===== config.mk =====
export PLATFORM = sky130hd
export DESIGN_NAME = scc_top
export DESIGN_NICKNAME = d
export VERILOG_FILES = /design/src/rtl/msx_pkg.sv /design/src/rtl/scc_bus_if.sv /design/src/rtl/scc_top.sv /design/src/rtl/scc.sv /design/src/rtl/scc_wave.sv /design/src/rtl/scc_mixer.sv /design/src/rtl/scc_wave_ram.sv /design/src/rtl/scc_tone_seq.sv
export VERILOG_INCLUDE_DIRS = /design/src /design/src/include
export SDC_FILE = /design/constraint.sdc
export NUM_CORES = 2
export LEC_CHECK = 0
export ABC_CLOCK_PERIOD_IN_PS = 11900
export BUFFER_PORTS_ARGS = -buffer_cell sky130_fd_sc_hd__clkbuf_2
export CORE_ASPECT_RATIO = 1.75
export CORE_MARGIN = 3
export CORE_UTILIZATION = 60
export CTS_BUF_LIST = sky130_fd_sc_hd__clkbuf_8
export CTS_CLUSTER_SIZE = 30
export DETAILED_ROUTE_END_ITERATION = 7
export PLACE_DENSITY = 0.76
export SLEW_MARGIN = 20
export SYNTH_ARGS = -nofsm -noshare
export SYNTH_HDL_FRONTEND = slang
export SYNTH_SLANG_ARGS = --single-unit

===== constraint.sdc =====
create_clock -name cpu_bus -period 11.9 [get_ports cpu_bus]
set_input_delay 1.19 -clock cpu_bus [delete_from_list [all_inputs] [get_ports cpu_bus]]
set_output_delay 1.19 -clock cpu_bus [all_outputs]
set_load 0.005 [all_outputs]

===== src/include/scc_macros.svh =====
`ifndef SCC_MACROS_SVH
`define SCC_MACROS_SVH

// SCC slots behind the CPU bus port
`define SCC_SLOTS 2

// Tone channels in each slot
`define SCC_CHANNELS 5

// Signed bytes in each wave table
`define SCC_TABLE_DEPTH 32

// Period register width, split over a low byte and a high nibble
`define SCC_PERIOD_BITS 12

`endif

===== src/rtl/msx_pkg.sv =====
`include "scc_macros.svh"

package msx_pkg;

    // Device kinds on the configuration port
    typedef enum logic [1:0] {
        DEV_NONE = 2'd0,                        // Nothing selected
        DEV_SCC  = 2'd1,                        // Wavetable sound chip
        DEV_PSG  = 2'd2,                        // Programmable sound generator
        DEV_OPL  = 2'd3                         // FM sound chip
    } device_t;

    // Signed wave table entry
    typedef logic signed [7:0] sample_t;

    // Channel volume, 0 mutes the channel
    typedef logic [3:0] volume_t;

    // Tone period in clk_en ticks per table step
    typedef logic [`SCC_PERIOD_BITS-1:0] period_t;

    // Signed slot output, five channels of sample times volume
    typedef logic signed [14:0] wave_t;

endpackage


===== src/rtl/scc_bus_if.sv =====
`timescale 1ns/1ps

// CPU access to one slot
interface scc_bus_if;
    logic       clk_en;                         // Sound tick
    logic       rd;                             // Read level
    logic       wr;                             // Write level
    logic [7:0] addr;                           // Slot byte address
    logic [7:0] wdata;                          // Write data
    logic       req;                            // Chip select for this slot

    modport host   (output clk_en, rd, wr, addr, wdata, req);
    modport device (input  clk_en, rd, wr, addr, wdata, req);
endinterface

// Sample path inside a slot
interface scc_sample_if;
    logic [2:0]       ch;                       // Channel of the pending table read
    logic [7:0]       raddr;                    // Wave RAM byte address
    logic             rd_strobe;                // Table read request
    msx_pkg::sample_t sample;                   // Returned table entry
    logic             sample_valid;             // Sample present this cycle
    logic [2:0]       sample_ch;                // Channel the sample belongs to

    modport seq (output ch, raddr, rd_strobe);
    modport ram (input  ch, raddr, rd_strobe, output sample, sample_valid, sample_ch);
    modport mix (input  sample, sample_valid, sample_ch);
endinterface


===== src/rtl/scc_top.sv =====
`timescale 1ns/1ps

module scc_top (
    input  logic                cpu_bus,        // System clock
    input  logic                rst,            // Sync reset
    input  logic                clk_en,         // Sound tick
    input  logic                rd,             // CPU read level
    input  logic                wr,             // CPU write level
    input  logic [7:0]          addr,           // Slot byte address
    input  logic [7:0]          wdata,          // CPU write data
    input  msx_pkg::device_t    dev_typ,        // Device kind being addressed
    input  logic [1:0]          dev_num,        // Slot number
    input  logic                dev_en,         // Device access enable
    input  logic                dev_mode,       // SCC+ mode bit
    input  logic                dev_param,      // SCC+ chip bit
    input  logic [1:0]          dev_enable,     // Per-slot sound enable
    output logic signed [15:0]  sound,          // Mixed sound word
    output logic [7:0]          data            // CPU read data
);

    scc u_scc (
        .cpu_bus    (cpu_bus),
        .rst        (rst),
        .clk_en     (clk_en),
        .rd         (rd),
        .wr         (wr),
        .addr       (addr),
        .wdata      (wdata),
        .dev_typ    (dev_typ),
        .dev_num    (dev_num),
        .dev_en     (dev_en),
        .dev_mode   (dev_mode),
        .dev_param  (dev_param),
        .dev_enable (dev_enable),
        .sound      (sound),
        .data       (data)
    );

endmodule


===== src/rtl/scc.sv =====
`timescale 1ns/1ps
`include "scc_macros.svh"

module scc (
    input  logic                cpu_bus,        // System clock
    input  logic                rst,            // Sync reset
    input  logic                clk_en,         // Sound tick
    input  logic                rd,             // CPU read level
    input  logic                wr,             // CPU write level
    input  logic [7:0]          addr,           // Slot byte address
    input  logic [7:0]          wdata,          // CPU write data
    input  msx_pkg::device_t    dev_typ,        // Device kind being addressed
    input  logic [1:0]          dev_num,        // Slot number
    input  logic                dev_en,         // Device access enable
    input  logic                dev_mode,       // SCC+ mode bit
    input  logic                dev_param,      // SCC+ chip bit
    input  logic [1:0]          dev_enable,     // Per-slot sound enable
    output logic signed [15:0]  sound,          // Mixed sound word
    output logic [7:0]          data            // CPU read data
);

    logic [`SCC_SLOTS-1:0] scc_mode;            // SCC+ mode per slot
    logic [`SCC_SLOTS-1:0] scc_plus;            // SCC+ chip per slot
    logic                  cs;                  // Any SCC selected
    logic [7:0]            slot_data [`SCC_SLOTS];
    msx_pkg::wave_t        slot_wave [`SCC_SLOTS];

    assign cs = dev_typ == msx_pkg::DEV_SCC && dev_en;

    // Configuration port, takes effect on the next clock
    always_ff @(posedge cpu_bus) begin
        if (rst) begin
            scc_mode <= '0;
            scc_plus <= '0;
        end else if (dev_typ == msx_pkg::DEV_SCC && dev_num < 2'(`SCC_SLOTS)) begin
            scc_mode[dev_num[0]] <= dev_mode;
            scc_plus[dev_num[0]] <= dev_param;
        end
    end

    for (genvar i = 0; i < `SCC_SLOTS; i++) begin : g_slot
        scc_bus_if bus_i ();

        // Host side of the slot bus
        assign bus_i.clk_en = clk_en;
        assign bus_i.rd     = rd;
        assign bus_i.wr     = wr;
        assign bus_i.addr   = addr;
        assign bus_i.wdata  = wdata;
        assign bus_i.req    = cs && dev_num == 2'(i);   // Only the addressed slot

        scc_wave u_wave (
            .cpu_bus   (cpu_bus),
            .rst       (rst),
            .bus       (bus_i.device),
            .plus_chip (scc_plus[i]),
            .plus_mode (scc_mode[i]),
            .rdata     (slot_data[i]),
            .wave      (slot_wave[i])
        );
    end

    assign data = (cs && rd) ? slot_data[dev_num[0]] : 8'hFF;  // Open bus when idle

    // Sign-extend and add the enabled slots
    assign sound = (dev_enable[0] ? 16'(slot_wave[0]) : 16'sd0) +
                   (dev_enable[1] ? 16'(slot_wave[1]) : 16'sd0);

endmodule


===== src/rtl/scc_wave.sv =====
`timescale 1ns/1ps
`include "scc_macros.svh"

module scc_wave (
    input  logic           cpu_bus,             // System clock
    input  logic           rst,                 // Sync reset
    scc_bus_if.device      bus,                 // CPU access for this slot
    input  logic           plus_chip,           // Slot holds an SCC+ chip
    input  logic           plus_mode,           // SCC+ mode selected
    output logic [7:0]     rdata,               // Read data, one cycle behind addr
    output msx_pkg::wave_t wave                 // Slot sound
);

    msx_pkg::period_t          periods [`SCC_CHANNELS];
    msx_pkg::volume_t          volumes [`SCC_CHANNELS];
    logic [`SCC_CHANNELS-1:0]  mask;
    logic [`SCC_CHANNELS-1:0]  period_wr;       // Period write strobes
    logic [`SCC_CHANNELS-1:0]  vol_wr;          // Volume write strobes
    logic                      mask_wr;
    logic                      ram_wr;
    logic                      wr_hit;          // Selected write this clock
    logic                      plus_on;         // SCC+ behaviour in effect
    logic [7:0]                roff;            // Offset into register space
    logic [2:0]                vidx;            // Volume index
    logic [7:0]                ram_q;           // Registered RAM byte
    logic [7:0]                reg_val;         // Register byte at addr
    logic [7:0]                reg_q;           // Registered register byte
    logic                      ram_sel_q;       // Last address was in the tables

    scc_sample_if smp_if ();

    // SCC+ features need an SCC+ chip running in SCC+ mode
    assign plus_on = plus_chip && plus_mode;
    assign wr_hit  = bus.req && bus.wr;
    assign roff    = bus.addr - 8'hA0;          // Wraps high below 0xA0
    assign vidx    = 3'(roff - 8'd10);

    // Write decode
    always_comb begin
        period_wr = '0;
        vol_wr    = '0;
        ram_wr    = wr_hit && bus.addr < 8'hA0 && (bus.addr < 8'h80 || plus_on);
        mask_wr   = wr_hit && roff == 8'd15;
        if (wr_hit && roff < 8'd10)
            period_wr[roff[3:1]] = 1'b1;        // Two bytes per channel
        if (wr_hit && roff >= 8'd10 && roff < 8'd15)
            vol_wr[vidx] = 1'b1;
    end

    // Register read value
    always_comb begin
        reg_val = 8'h00;                        // Unused space reads zero
        if (roff < 8'd10)
            reg_val = roff[0] ? 8'(periods[roff[3:1]][`SCC_PERIOD_BITS-1:8])
                              : periods[roff[3:1]][7:0];
        else if (roff < 8'd15)
            reg_val = 8'(volumes[vidx]);
        else if (roff == 8'd15)
            reg_val = 8'(mask);
    end

    always_ff @(posedge cpu_bus) begin
        reg_q     <= reg_val;
        ram_sel_q <= bus.addr < 8'hA0;
    end

    assign rdata = ram_sel_q ? ram_q : reg_q;   // Both sides already registered

    scc_tone_seq u_seq (
        .cpu_bus   (cpu_bus),
        .rst       (rst),
        .clk_en    (bus.clk_en),
        .period_wr (period_wr),
        .wdata     (bus.wdata),
        .nib_hi    (bus.addr[0]),               // Odd address is the high nibble
        .plus_mode (plus_on),
        .periods   (periods),
        .smp       (smp_if.seq)
    );

    scc_wave_ram u_ram (
        .cpu_bus (cpu_bus),
        .wr_en   (ram_wr),
        .waddr   (bus.addr),
        .wdata   (bus.wdata),
        .caddr   (bus.addr),
        .cdata   (ram_q),
        .smp     (smp_if.ram)
    );

    scc_mixer u_mix (
        .cpu_bus (cpu_bus),
        .rst     (rst),
        .vol_wr  (vol_wr),
        .mask_wr (mask_wr),
        .wdata   (bus.wdata),
        .smp     (smp_if.mix),
        .volumes (volumes),
        .mask    (mask),
        .wave    (wave)
    );

    // The CPU never reads and writes a slot in the same clock
    a_rd_wr: assert property (@(posedge cpu_bus) disable iff (rst)
        bus.req |-> !(bus.rd && bus.wr));

endmodule


===== src/rtl/scc_mixer.sv =====
`timescale 1ns/1ps
`include "scc_macros.svh"

module scc_mixer (
    input  logic                     cpu_bus,                   // System clock
    input  logic                     rst,                       // Sync reset
    input  logic [`SCC_CHANNELS-1:0] vol_wr,                    // Volume write strobes
    input  logic                     mask_wr,                   // Mask write strobe
    input  logic [7:0]               wdata,                     // CPU write byte
    scc_sample_if.mix                smp,                       // Incoming samples
    output msx_pkg::volume_t         volumes [`SCC_CHANNELS],   // Read-back of volumes
    output logic [`SCC_CHANNELS-1:0] mask,                      // Channel enable bits
    output msx_pkg::wave_t           wave                       // Slot output
);

    msx_pkg::wave_t    acc;                     // Running sum of one round
    msx_pkg::volume_t  vol_sel;                 // Volume of the arriving sample
    logic signed [12:0] prod;                   // Sample times volume
    logic signed [12:0] term;                   // Product after masking

    assign vol_sel = volumes[smp.sample_ch];
    assign prod    = smp.sample * $signed({1'b0, vol_sel});     // Volume is unsigned
    assign term    = mask[smp.sample_ch] ? prod : 13'sd0;        // Masked channels add nothing

    always_ff @(posedge cpu_bus) begin
        if (rst) begin
            for (int i = 0; i < `SCC_CHANNELS; i++)
                volumes[i] <= '0;
            mask <= '0;
            acc  <= '0;
            wave <= '0;
        end else begin
            for (int i = 0; i < `SCC_CHANNELS; i++) begin
                if (vol_wr[i])
                    volumes[i] <= wdata[3:0];
            end
            if (mask_wr)
                mask <= wdata[`SCC_CHANNELS-1:0];
            if (smp.sample_valid) begin
                if (smp.sample_ch == 3'(`SCC_CHANNELS - 1)) begin
                    wave <= acc + term;                 // Round done, publish
                    acc  <= '0;
                end else begin
                    acc <= acc + term;
                end
            end
        end
    end

    // The sequencer only names real channels
    a_sample_ch: assert property (@(posedge cpu_bus) disable iff (rst)
        smp.sample_valid |-> smp.sample_ch < 3'(`SCC_CHANNELS));

endmodule


===== src/rtl/scc_wave_ram.sv =====
`timescale 1ns/1ps
`include "scc_macros.svh"

module scc_wave_ram (
    input  logic       cpu_bus,                 // System clock
    input  logic       wr_en,                   // CPU write strobe
    input  logic [7:0] waddr,                   // CPU write address
    input  logic [7:0] wdata,                   // CPU write data
    input  logic [7:0] caddr,                   // CPU read address
    output logic [7:0] cdata,                   // Registered CPU read data
    scc_sample_if.ram  smp                      // Sequencer port
);

    localparam int BYTES = `SCC_CHANNELS * `SCC_TABLE_DEPTH;    // 160 bytes

    logic [7:0] mem [BYTES];                    // Five tables back to back

    // CPU port, write and registered read
    always_ff @(posedge cpu_bus) begin
        if (wr_en)
            mem[waddr] <= wdata;
        cdata <= (caddr < 8'(BYTES)) ? mem[caddr] : 8'h00;   // Register space reads elsewhere
    end

    // Sequencer port returns one cycle after the strobe
    always_ff @(posedge cpu_bus) begin
        smp.sample_valid <= smp.rd_strobe;
        smp.sample_ch    <= smp.ch;
        if (smp.rd_strobe)
            smp.sample <= mem[smp.raddr];
    end

    // The decoder never writes into register space
    a_waddr_range: assert property (@(posedge cpu_bus)
        wr_en |-> waddr < 8'(BYTES));

endmodule


===== src/rtl/scc_tone_seq.sv =====
`timescale 1ns/1ps
`include "scc_macros.svh"

module scc_tone_seq (
    input  logic                      cpu_bus,                  // System clock
    input  logic                      rst,                      // Sync reset
    input  logic                      clk_en,                   // Sound tick
    input  logic [`SCC_CHANNELS-1:0]  period_wr,                // One strobe per channel
    input  logic [7:0]                wdata,                    // CPU write byte
    input  logic                      nib_hi,                   // High nibble write
    input  logic                      plus_mode,                // SCC+ table mapping
    output msx_pkg::period_t          periods [`SCC_CHANNELS],  // Read-back of periods
    scc_sample_if.seq                 smp                       // Table read requests
);

    localparam int PH_BITS = $clog2(`SCC_TABLE_DEPTH);          // Phase width

    msx_pkg::period_t   cnt   [`SCC_CHANNELS];                  // Down-counters
    logic [PH_BITS-1:0] phase [`SCC_CHANNELS];                  // Table position per channel
    logic [2:0]         ch;                                     // Round-robin channel
    logic [2:0]         tbl;                                    // Table to read for ch

    // Plain SCC has only four tables, channel 4 shares table 3
    assign tbl = (ch == 3'd4 && !plus_mode) ? 3'd3 : ch;

    always_ff @(posedge cpu_bus) begin
        if (rst) begin
            for (int i = 0; i < `SCC_CHANNELS; i++) begin
                periods[i] <= '0;
                cnt[i]     <= '0;
                phase[i]   <= '0;
            end
            ch            <= '0;
            smp.ch        <= '0;
            smp.raddr     <= '0;
            smp.rd_strobe <= 1'b0;
        end else begin
            for (int i = 0; i < `SCC_CHANNELS; i++) begin
                if (period_wr[i]) begin
                    if (nib_hi)
                        periods[i][`SCC_PERIOD_BITS-1:8] <= wdata[`SCC_PERIOD_BITS-9:0];
                    else
                        periods[i][7:0] <= wdata;           // Low byte, two nibbles
                end
                if (clk_en && periods[i] != '0) begin       // Zero period holds the phase
                    if (cnt[i] == '0) begin
                        cnt[i]   <= periods[i];             // Reload
                        phase[i] <= phase[i] + 1'b1;        // Next table step
                    end else begin
                        cnt[i] <= cnt[i] - 1'b1;
                    end
                end
            end
            smp.rd_strobe <= clk_en;                        // One read per tick
            if (clk_en) begin
                smp.raddr <= {tbl, phase[ch]};              // Table base plus phase
                smp.ch    <= ch;
                ch        <= (ch == 3'(`SCC_CHANNELS - 1)) ? 3'd0 : ch + 3'd1;
            end
        end
    end

    // Decoder hits at most one period register per write
    a_period_wr: assert property (@(posedge cpu_bus) disable iff (rst)
        $onehot0(period_wr));

endmodule


# --- Yosys cells after proc, flatten, opt, wreduce, memory -nomap -nowiden ---
# Memory sizes are Yosys's and may differ from the RTL's. A register that Yosys moved wholly into a read port is not among the register bits.
# Index checks and enable logic that the tools add are counted.
totals:
  register_bits: 287
  latchBits: 0
  ram_bits: 2730
  mem_bits_ro: 0
  in_bits: 30
  output_inout_bits: 24
  elab_cells: 407
  mem_count: 6
classes:
  add_sub_neg: 27
  mul: 2
  div: 0
  magnitude_cmp: 19
  eq_ne: 7
  shifts: 0
  muxes: 174
  n_bitwise: 36
  n_reduce_logical: 85
mem_list:
  columns: ["memory", "depth", "word_bits", "rd", "rd_ports_with_merged_regs", "wr", "line_no", "rtl"]
  rows:
  - ["u_scc.g_slot[0].u_wave.u_ram.mem", 160, 8, 2, 2, 1, "scc_wave_ram.sv:16", "logic [7:0] mem [BYTES];"]
  - ["u_scc.g_slot[1].u_wave.u_ram.mem", 160, 8, 2, 2, 1, "scc_wave_ram.sv:16", null]
  - ["u_scc.g_slot[0].u_wave.u_seq.cnt", 5, 12, 5, 0, 5, "scc_tone_seq.sv:18", "msx_pkg::period_t cnt [`SCC_CHANNELS];"]
  - ["u_scc.g_slot[1].u_wave.u_seq.cnt", 5, 12, 5, 0, 5, "scc_tone_seq.sv:18", null]
  - ["u_scc.g_slot[0].u_wave.u_seq.phase", 5, 5, 6, 1, 5, "scc_tone_seq.sv:19", "logic [PH_BITS-1:0] phase [`SCC_CHANNELS];"]
  - ["u_scc.g_slot[1].u_wave.u_seq.phase", 5, 5, 6, 1, 5, "scc_tone_seq.sv:19", null]
ops:
  columns: ["operator", "count"]
  rows:
  - ["12-bit two-way mux", 24]
  - ["12-bit zero test", 10]
  - ["12-bit nonzero test", 10]
  - ["12-bit by 1-bit subtractor with 12-bit output, second input constant", 10]
  - ["1-bit two-way mux", 91]
  - ["5-bit two-way mux", 18]
  - ["8-bit two-way mux", 10]
  - ["12-bit binary-select mux with 3-bit select", 2]
  - ["5-bit by 1-bit adder with 5-bit output, second input constant", 10]
  - ["4-bit binary-select mux with 3-bit select", 4]
  - ["2-bit AND reduction", 22]
  - ["1-bit logical AND", 36]
  - ["16-bit two-way mux", 2]
  - ["4-bit two-way mux", 8]
  - ["15-bit by 13-bit adder with 15-bit output", 2]
  - ["15-bit two-way mux", 2]
  - ["1-bit bitwise OR", 30]
  - ["8-bit by 5-bit multiplier with 13-bit output", 2]
  - ["13-bit two-way mux", 2]
  - ["16-bit adder", 1]
  - ["4-bit greater-or-equal comparator, second input constant", 4]
  - ["3-bit by 4-bit less-than comparator with 1-bit output, second input constant", 4]
  - ["8-bit by 4-bit less-than comparator with 1-bit output, second input constant", 2]
  - ["8-bit less-than comparator, second input constant", 2]
  - ["other kinds (23)", 42]

# --- Logic depth before layout (Yosys ltp) ---
depth:
  word_depth: 8
  depth_mapped: 29
  ltp_nobuf: 28

# --- By module ---
# Synthesis repeated with hierarchy kept, for this count alone.
hier_totals:
  cells_unflattened: 8766
  area_unflattened_um2: 148887.8
by_module_without_submodules:
  columns: ["mod", "n_inst", "cells_each", "area_per_inst_um2", "seq_area_each_um2"]
  rows:
  - ["scc_wave_ram", 2, 2843, 60436.7, 38917.3]
  - ["scc_mixer", 2, 489, 4100.2, 1101.1]
  - ["scc_tone_seq (u_scc.g_slot[1].u_wave.u_seq)", 1, 791, 7888.8, 4053.9]
  - ["scc_tone_seq (u_scc.g_slot[0].u_wave.u_seq)", 1, 791, 7848.8, 4053.9]
  - ["scc_wave (u_scc.g_slot[1].u_wave)", 1, 185, 1437.6, 180.2]
  - ["scc_wave (u_scc.g_slot[0].u_wave)", 1, 177, 1421.4, 180.2]
  - ["scc", 1, 158, 1217.4, 80.1]

# --- Least setup slack after synthesis ---
# No wires, ideal clock.
synth_path:
  path_type: "reg-to-reg"
  startpoint: "reg u_scc.g_slot[1].u_wave.u_ram.smp.sample_ch[0]"
  endpoint: "reg u_scc.g_slot[1].u_wave.u_mix.wave[13]"
  setup_time_ps: 120
  arrival_ps: 5735
  required_time_ps: 11780
  path_slack_ps: 6046
  stages_incl_launch_ff: 28
  n_path_buf: 1
  period_less_slack_ps: 5854
  cell_sequence: "dfxtp_1 buf_2 and2b_1 a21oi_1 o22ai_1 and2_1 ha_1 inv_1 fa_1 fa_1 inv_1 ha_1 a21oi_1 o21bai_1 a21oi_1 o21bai_1 a21oi_1 xor2_1 nor2_1 ha_1 a21o_1 a21o_1 a221o_1 o21bai_1 or2_2 mux2i_1 nor4b_1 a211o_1"
synth_between:
  elab_chain_len: 7
  elab_cells_between_ends: 11
  classes_between: "add/sub: 1; mul: 1; eq/ne: 1; mux: 6; bitwise: 1; reduce/logical: 1"
synth_lines:
  columns: ["item", "line_no", "rtl"]
  rows:
  - ["from (decl)", "scc_bus_if.sv:26", "modport ram (input ch, raddr, rd_strobe, output sample, sample_valid, sample_ch);"]
  - ["from (signal assigned)", "scc_wave_ram.sv:28", "smp.sample_ch <= smp.ch;"]
  - ["3-bit inverter with 4-bit output (not written as such)", "scc_mixer.sv:21", "assign vol_sel = volumes[smp.sample_ch];"]
  - ["4-bit binary-select mux with 3-bit select", "scc_mixer.sv:21", null]
  - ["4-bit two-way mux (not written as such) (2 in a row)", "scc_mixer.sv:21", null]
  - ["8-bit by 5-bit multiplier with 13-bit output", "scc_mixer.sv:22", "assign prod = smp.sample * $signed({1'b0, vol_sel});"]
  - ["13-bit two-way mux", "scc_mixer.sv:23", "assign term = mask[smp.sample_ch] ? prod : 13'sd0;"]
  - ["15-bit by 13-bit adder with 15-bit output", "scc_mixer.sv:41", "wave <= acc + term;"]
  - ["to (signal assigned)", "scc_mixer.sv:41", null]
  - ["to (decl)", "scc_mixer.sv:13", "output msx_pkg::wave_t wave"]
# Parallel ways exist; a longest one is shown, timed or not. The select of a mux whose other input is x is not followed.
# A chain may end at the register's enable or synchronous reset.

# --- Worst setup path after layout ---
layout_path:
  startpoint: "reg u_scc.g_slot[0].u_wave.u_ram.smp.sample_ch[0]"
  endpoint: "reg u_scc.g_slot[0].u_wave.u_mix.wave[13]"
layout_between:
  elab_chain_len: 7
  elab_cells_between_ends: 11
  classes_between: "add/sub: 1; mul: 1; eq/ne: 1; mux: 6; bitwise: 1; reduce/logical: 1"
layout_lines:
  columns: ["item", "line_no"]
  rows:
  - ["from (decl)", "scc_bus_if.sv:26"]
  - ["from (signal assigned)", "scc_wave_ram.sv:28"]
  - ["3-bit inverter with 4-bit output (not written as such)", "scc_mixer.sv:21"]
  - ["4-bit binary-select mux with 3-bit select", "scc_mixer.sv:21"]
  - ["4-bit two-way mux (not written as such) (2 in a row)", "scc_mixer.sv:21"]
  - ["8-bit by 5-bit multiplier with 13-bit output", "scc_mixer.sv:22"]
  - ["13-bit two-way mux", "scc_mixer.sv:23"]
  - ["15-bit by 13-bit adder with 15-bit output", "scc_mixer.sv:41"]
  - ["to (signal assigned)", "scc_mixer.sv:41"]
  - ["to (decl)", "scc_mixer.sv:13"]
# Parallel ways exist; a longest one is shown, timed or not. The select of a mux whose other input is x is not followed.

==> out/results.ini <==
[drt]
first_iter_violations = 11100
wl_um = 431000
vias_per_cell = 7.30
wl_per_cell_um = 36.1
via_count = 87100
drc = 0
postRouteAntennaNets = 0
first_pass_iters = 8

[power]
power.leakage_nw = 49.5
finalPower_mw = 22.0
vdd_ir_drop_max_uv = 97.7
p_per_area_nw_per_um2 = 139

[logic_synthesis]
synth_top_family_by_area = multiplexers
yosys.area_share.adder = 0.0150
synthSimpleGateAreaFrac = 0.0499
synth_most_common_cell = edfxtp_1
synth_area_leaders = edfxtp_1 (56%), mux4_2 (25%), dfxtp_1 (4.1%), nor2_1 (1.8%), nand2_1 (1.1%)
syn_nets = 8579
synth-edff-count = 2746
syn-cell-area_um2 = 146000
ys_seq_area_frac = 0.605
yosys-top-cells-count = edfxtp_1 (2746), mux4_2 (1608), nor2_1 (697), nand2_1 (420), clkbuf_1 (399)
synth.distinct_cells = 74
postSynthCellCount = 8396
avgSynthCellArea_um2 = 17.4
ys_seq_elements = 3049
synthXorXnorAreaFrac = 0.0103
synth_top_area_frac = 0.564
async_flop_share = 0
yosysTopAreaCell = edfxtp_1
synth_flop_cell = edfxtp_1
synth_compound_area_frac = 0.0365
yosysWarnings = 0
muxShareOfSynthArea = 0.262

[worst_setup_path]
cpPeakStageDelay_ns = 0.61
worstPathArrival_ns = 7.75
end_kind = flop
crit_start = u_scc.g_slot[0].u_wave.u_ram.smp.sample_ch[0]
critPathTopFamily = compound AO/OA/AOI/OAI gates
crit_buf_inv = 2
worst-path-max-fanout = 12
worstSetupStartpointType = flop
cp_slowest_cell = dfxtp_1
crit-reg2reg-launch = u_scc.g_slot[0].u_wave.u_ram.smp.sample_ch[0]
path_class = flop to flop
required_ns = 12.82
crit_top_cell = a21oi_1

[floorplanning]
die_h_um = 659
core_area_um2 = 242000
placementRows = 239
initial_core_util = 0.604
dieArea_um2 = 250000
ios = 54
die_x_um = 379

[worst_hold_path]
min_path_type = flop to flop
hp-start = u_scc.g_slot[1].u_wave.u_seq.smp.ch[0]

[sta]
slew_headroom = 0.0801
tns_ns = 0
final_max_slew_viol_count = 0
min_period_over_period = 0.574
hold_viol = 0
tightest_slew_ns = 1.38
fin_skew_ns = 0.0557
max_freq_ghz = 0.146
finalSetupViolCount = 0
rsz0062_at_grt = no
finalCriticalPeriod_ns = 6.84

[finish]
final_cell_area_um2 = 158000
filler_cell_count = 16100
nNetsFinal = 8591
areaGrowthSynthToFinish_pct = 8.08
final_layout_size_suffix_gt1_frac = 0.295

[clock_tree]
htreeDepth = 5
clk_pin_slew_ns = 0.07
clock_latency_ns = 1.05
cts_resized = 0
cts_hold_buf = 0
cts_setup_buffers = 0
cts_made_buffers = 420
cts_tree = yes
clock_sinks = 3049
root_buffer = clkbuf_8
clock_path_buffers = 4

[global_route]
grt_start_max_net_pins = 194
grt_pass1_vias = 89900
antenna_found_initial = 25
grt_pass1_wl_um = 620000
grtUsageTotal = 0.348
grt-ovfl-total = 0

[placed_design]
io_buffers = 53
post-dp-hpwl_um = 282000
dpl_cell_area_um2 = 149000
gp_congestion = 0.965

[run]
maxCapViolations = 0

[run_status]
outcome = finished clean

==> cell families after synthesis <==
| logic type | count (synthesis) |
|---|---|
| fa+ha+maj | 153 |
| flops | 3049 |
| mux | 1803 |
| buf+inv | 766 |
| simple gates | 1628 |
| compound gates | 825 |
| xor+xnor | 172 |
==> metal layers <==
metal / vias up / track usage / wire [um]
li1: 34700 / - / -
met1: 44600 / 0.379 / 128000
met2: 6024 / 0.567 / 214000
met3: 1737 / 0.0838 / 41300
met4: 12 / 0.309 / 47300
met5: - / 0 / 81
==> cells in the final DEF (no fill, tap or decap), types with 18 or more instances in the layout <==
| cell | count |
|---|---|
| mux4_2 | 1608 |
| o21ai_0 | 91 |
| or2_2 | 28 |
| nor2_1 | 660 |
| a211oi_1 | 99 |
| mux2_2 | 73 |
| nand2_1 | 408 |
| or3_1 | 19 |
| fa_1 | 37 |
| nor2_2 | 36 |
| clkinv_1 | 86 |
| dfxtp_1 | 295 |
| a21oi_1 | 285 |
| xor2_1 | 68 |
| nor2b_1 | 50 |
| and2_1 | 93 |
| nor4_1 | 56 |
| nor3_1 | 59 |
| a22oi_1 | 104 |
| a221o_1 | 22 |
| o22ai_1 | 57 |
| mux2i_1 | 120 |
| inv_1 | 259 |
| clkinv_2 | 69 |
| bufinv_16 | 32 |
| edfxtp_1 | 2746 |
| clkbuf_8 | 448 |
| nand2b_1 | 42 |
| a221oi_1 | 23 |
| diode_2 | 30 |
| buf_4 | 150 |
| clkbuf_2 | 39 |
| a31oi_1 | 18 |
| xnor2_1 | 104 |
| ha_1 | 116 |
| nand3_1 | 91 |
==> flip-flops by register name, summed over array words and instances, names as in the netlist, 10 cells and up <==
| name | flops |
|---|---|
| u_scc.g_slot.u_wave.u_seq.smp.raddr | 16 |
| u_scc.g_slot.u_wave.u_seq.cnt | 120 |
| u_scc.g_slot.u_wave.u_seq.phase | 50 |
| u_scc.g_slot.u_wave.u_ram.mem | 2560 |
| u_scc.g_slot.u_wave.reg_q | 16 |
| u_scc.g_slot.u_wave.u_mix.volumes | 40 |
| u_scc.g_slot.u_wave.u_ram.smp.sample | 16 |
| u_scc.g_slot.u_wave.u_ram.cdata | 16 |
| u_scc.g_slot.u_wave.u_mix.mask | 10 |
| u_scc.g_slot.u_wave.u_mix.wave | 30 |
| u_scc.g_slot.u_wave.u_mix.acc | 30 |
| u_scc.g_slot.u_wave.u_seq.periods | 120 |
==> area by class of cell <==
cell class	instances	area (um2)	area share
sequential	3049	88600	0.560
multi-input combinational	4581	54900	0.347
clock buffer	448	6170	0.0390
tap	3133	3920	0.0248
clock inverter	329	2270	0.0144
timing repair buffer	216	1740	0.0110
inverter	140	526	0.00332
antenna	30	75.1	0.000475
==> where the power goes <==
| group | leakage, nW | internal (mW) | switching (mW) |
|---|---|---|---|
| combinational | 17.3 | 0.804 | 1.15 |
| clock | 4.78 | 4.19 | 4.08 |
| sequential | 27.4 | 11.7 | 0.0954 |
| total | 49.5 | 16.7 | 5.33 |
==> through the flow <==
step	hold slack [ns]	instances	setup slack [ns]	util
after floorplan	0.330	8396	6.05	-
after global placement	0.383	11100	5.25	0.617
after detailed placement	0.378	11100	5.04	0.617
after CTS	0.361	11900	5.04	0.652
after global routing	0.384	11900	4.58	0.652
final	0.395	11900	5.06	0.653
==> worst paths after layout <==
kind / slack [ns] / depth (start not counted) / to
worst max register to register: 5.06 / 26 / u_scc.g_slot[0].u_wave.u_mix.wave[13]
worst min register to register: 0.40 / 0 / u_scc.g_slot[1].u_wave.u_ram.smp.sample_ch[0]
worst max-delay path: 5.06 / 26 / u_scc.g_slot[0].u_wave.u_mix.wave[13]
worst min-delay path: 0.40 / 0 / u_scc.g_slot[1].u_wave.u_ram.smp.sample_ch[0]
No activity file was read; power rests on OpenSTA's default activity.
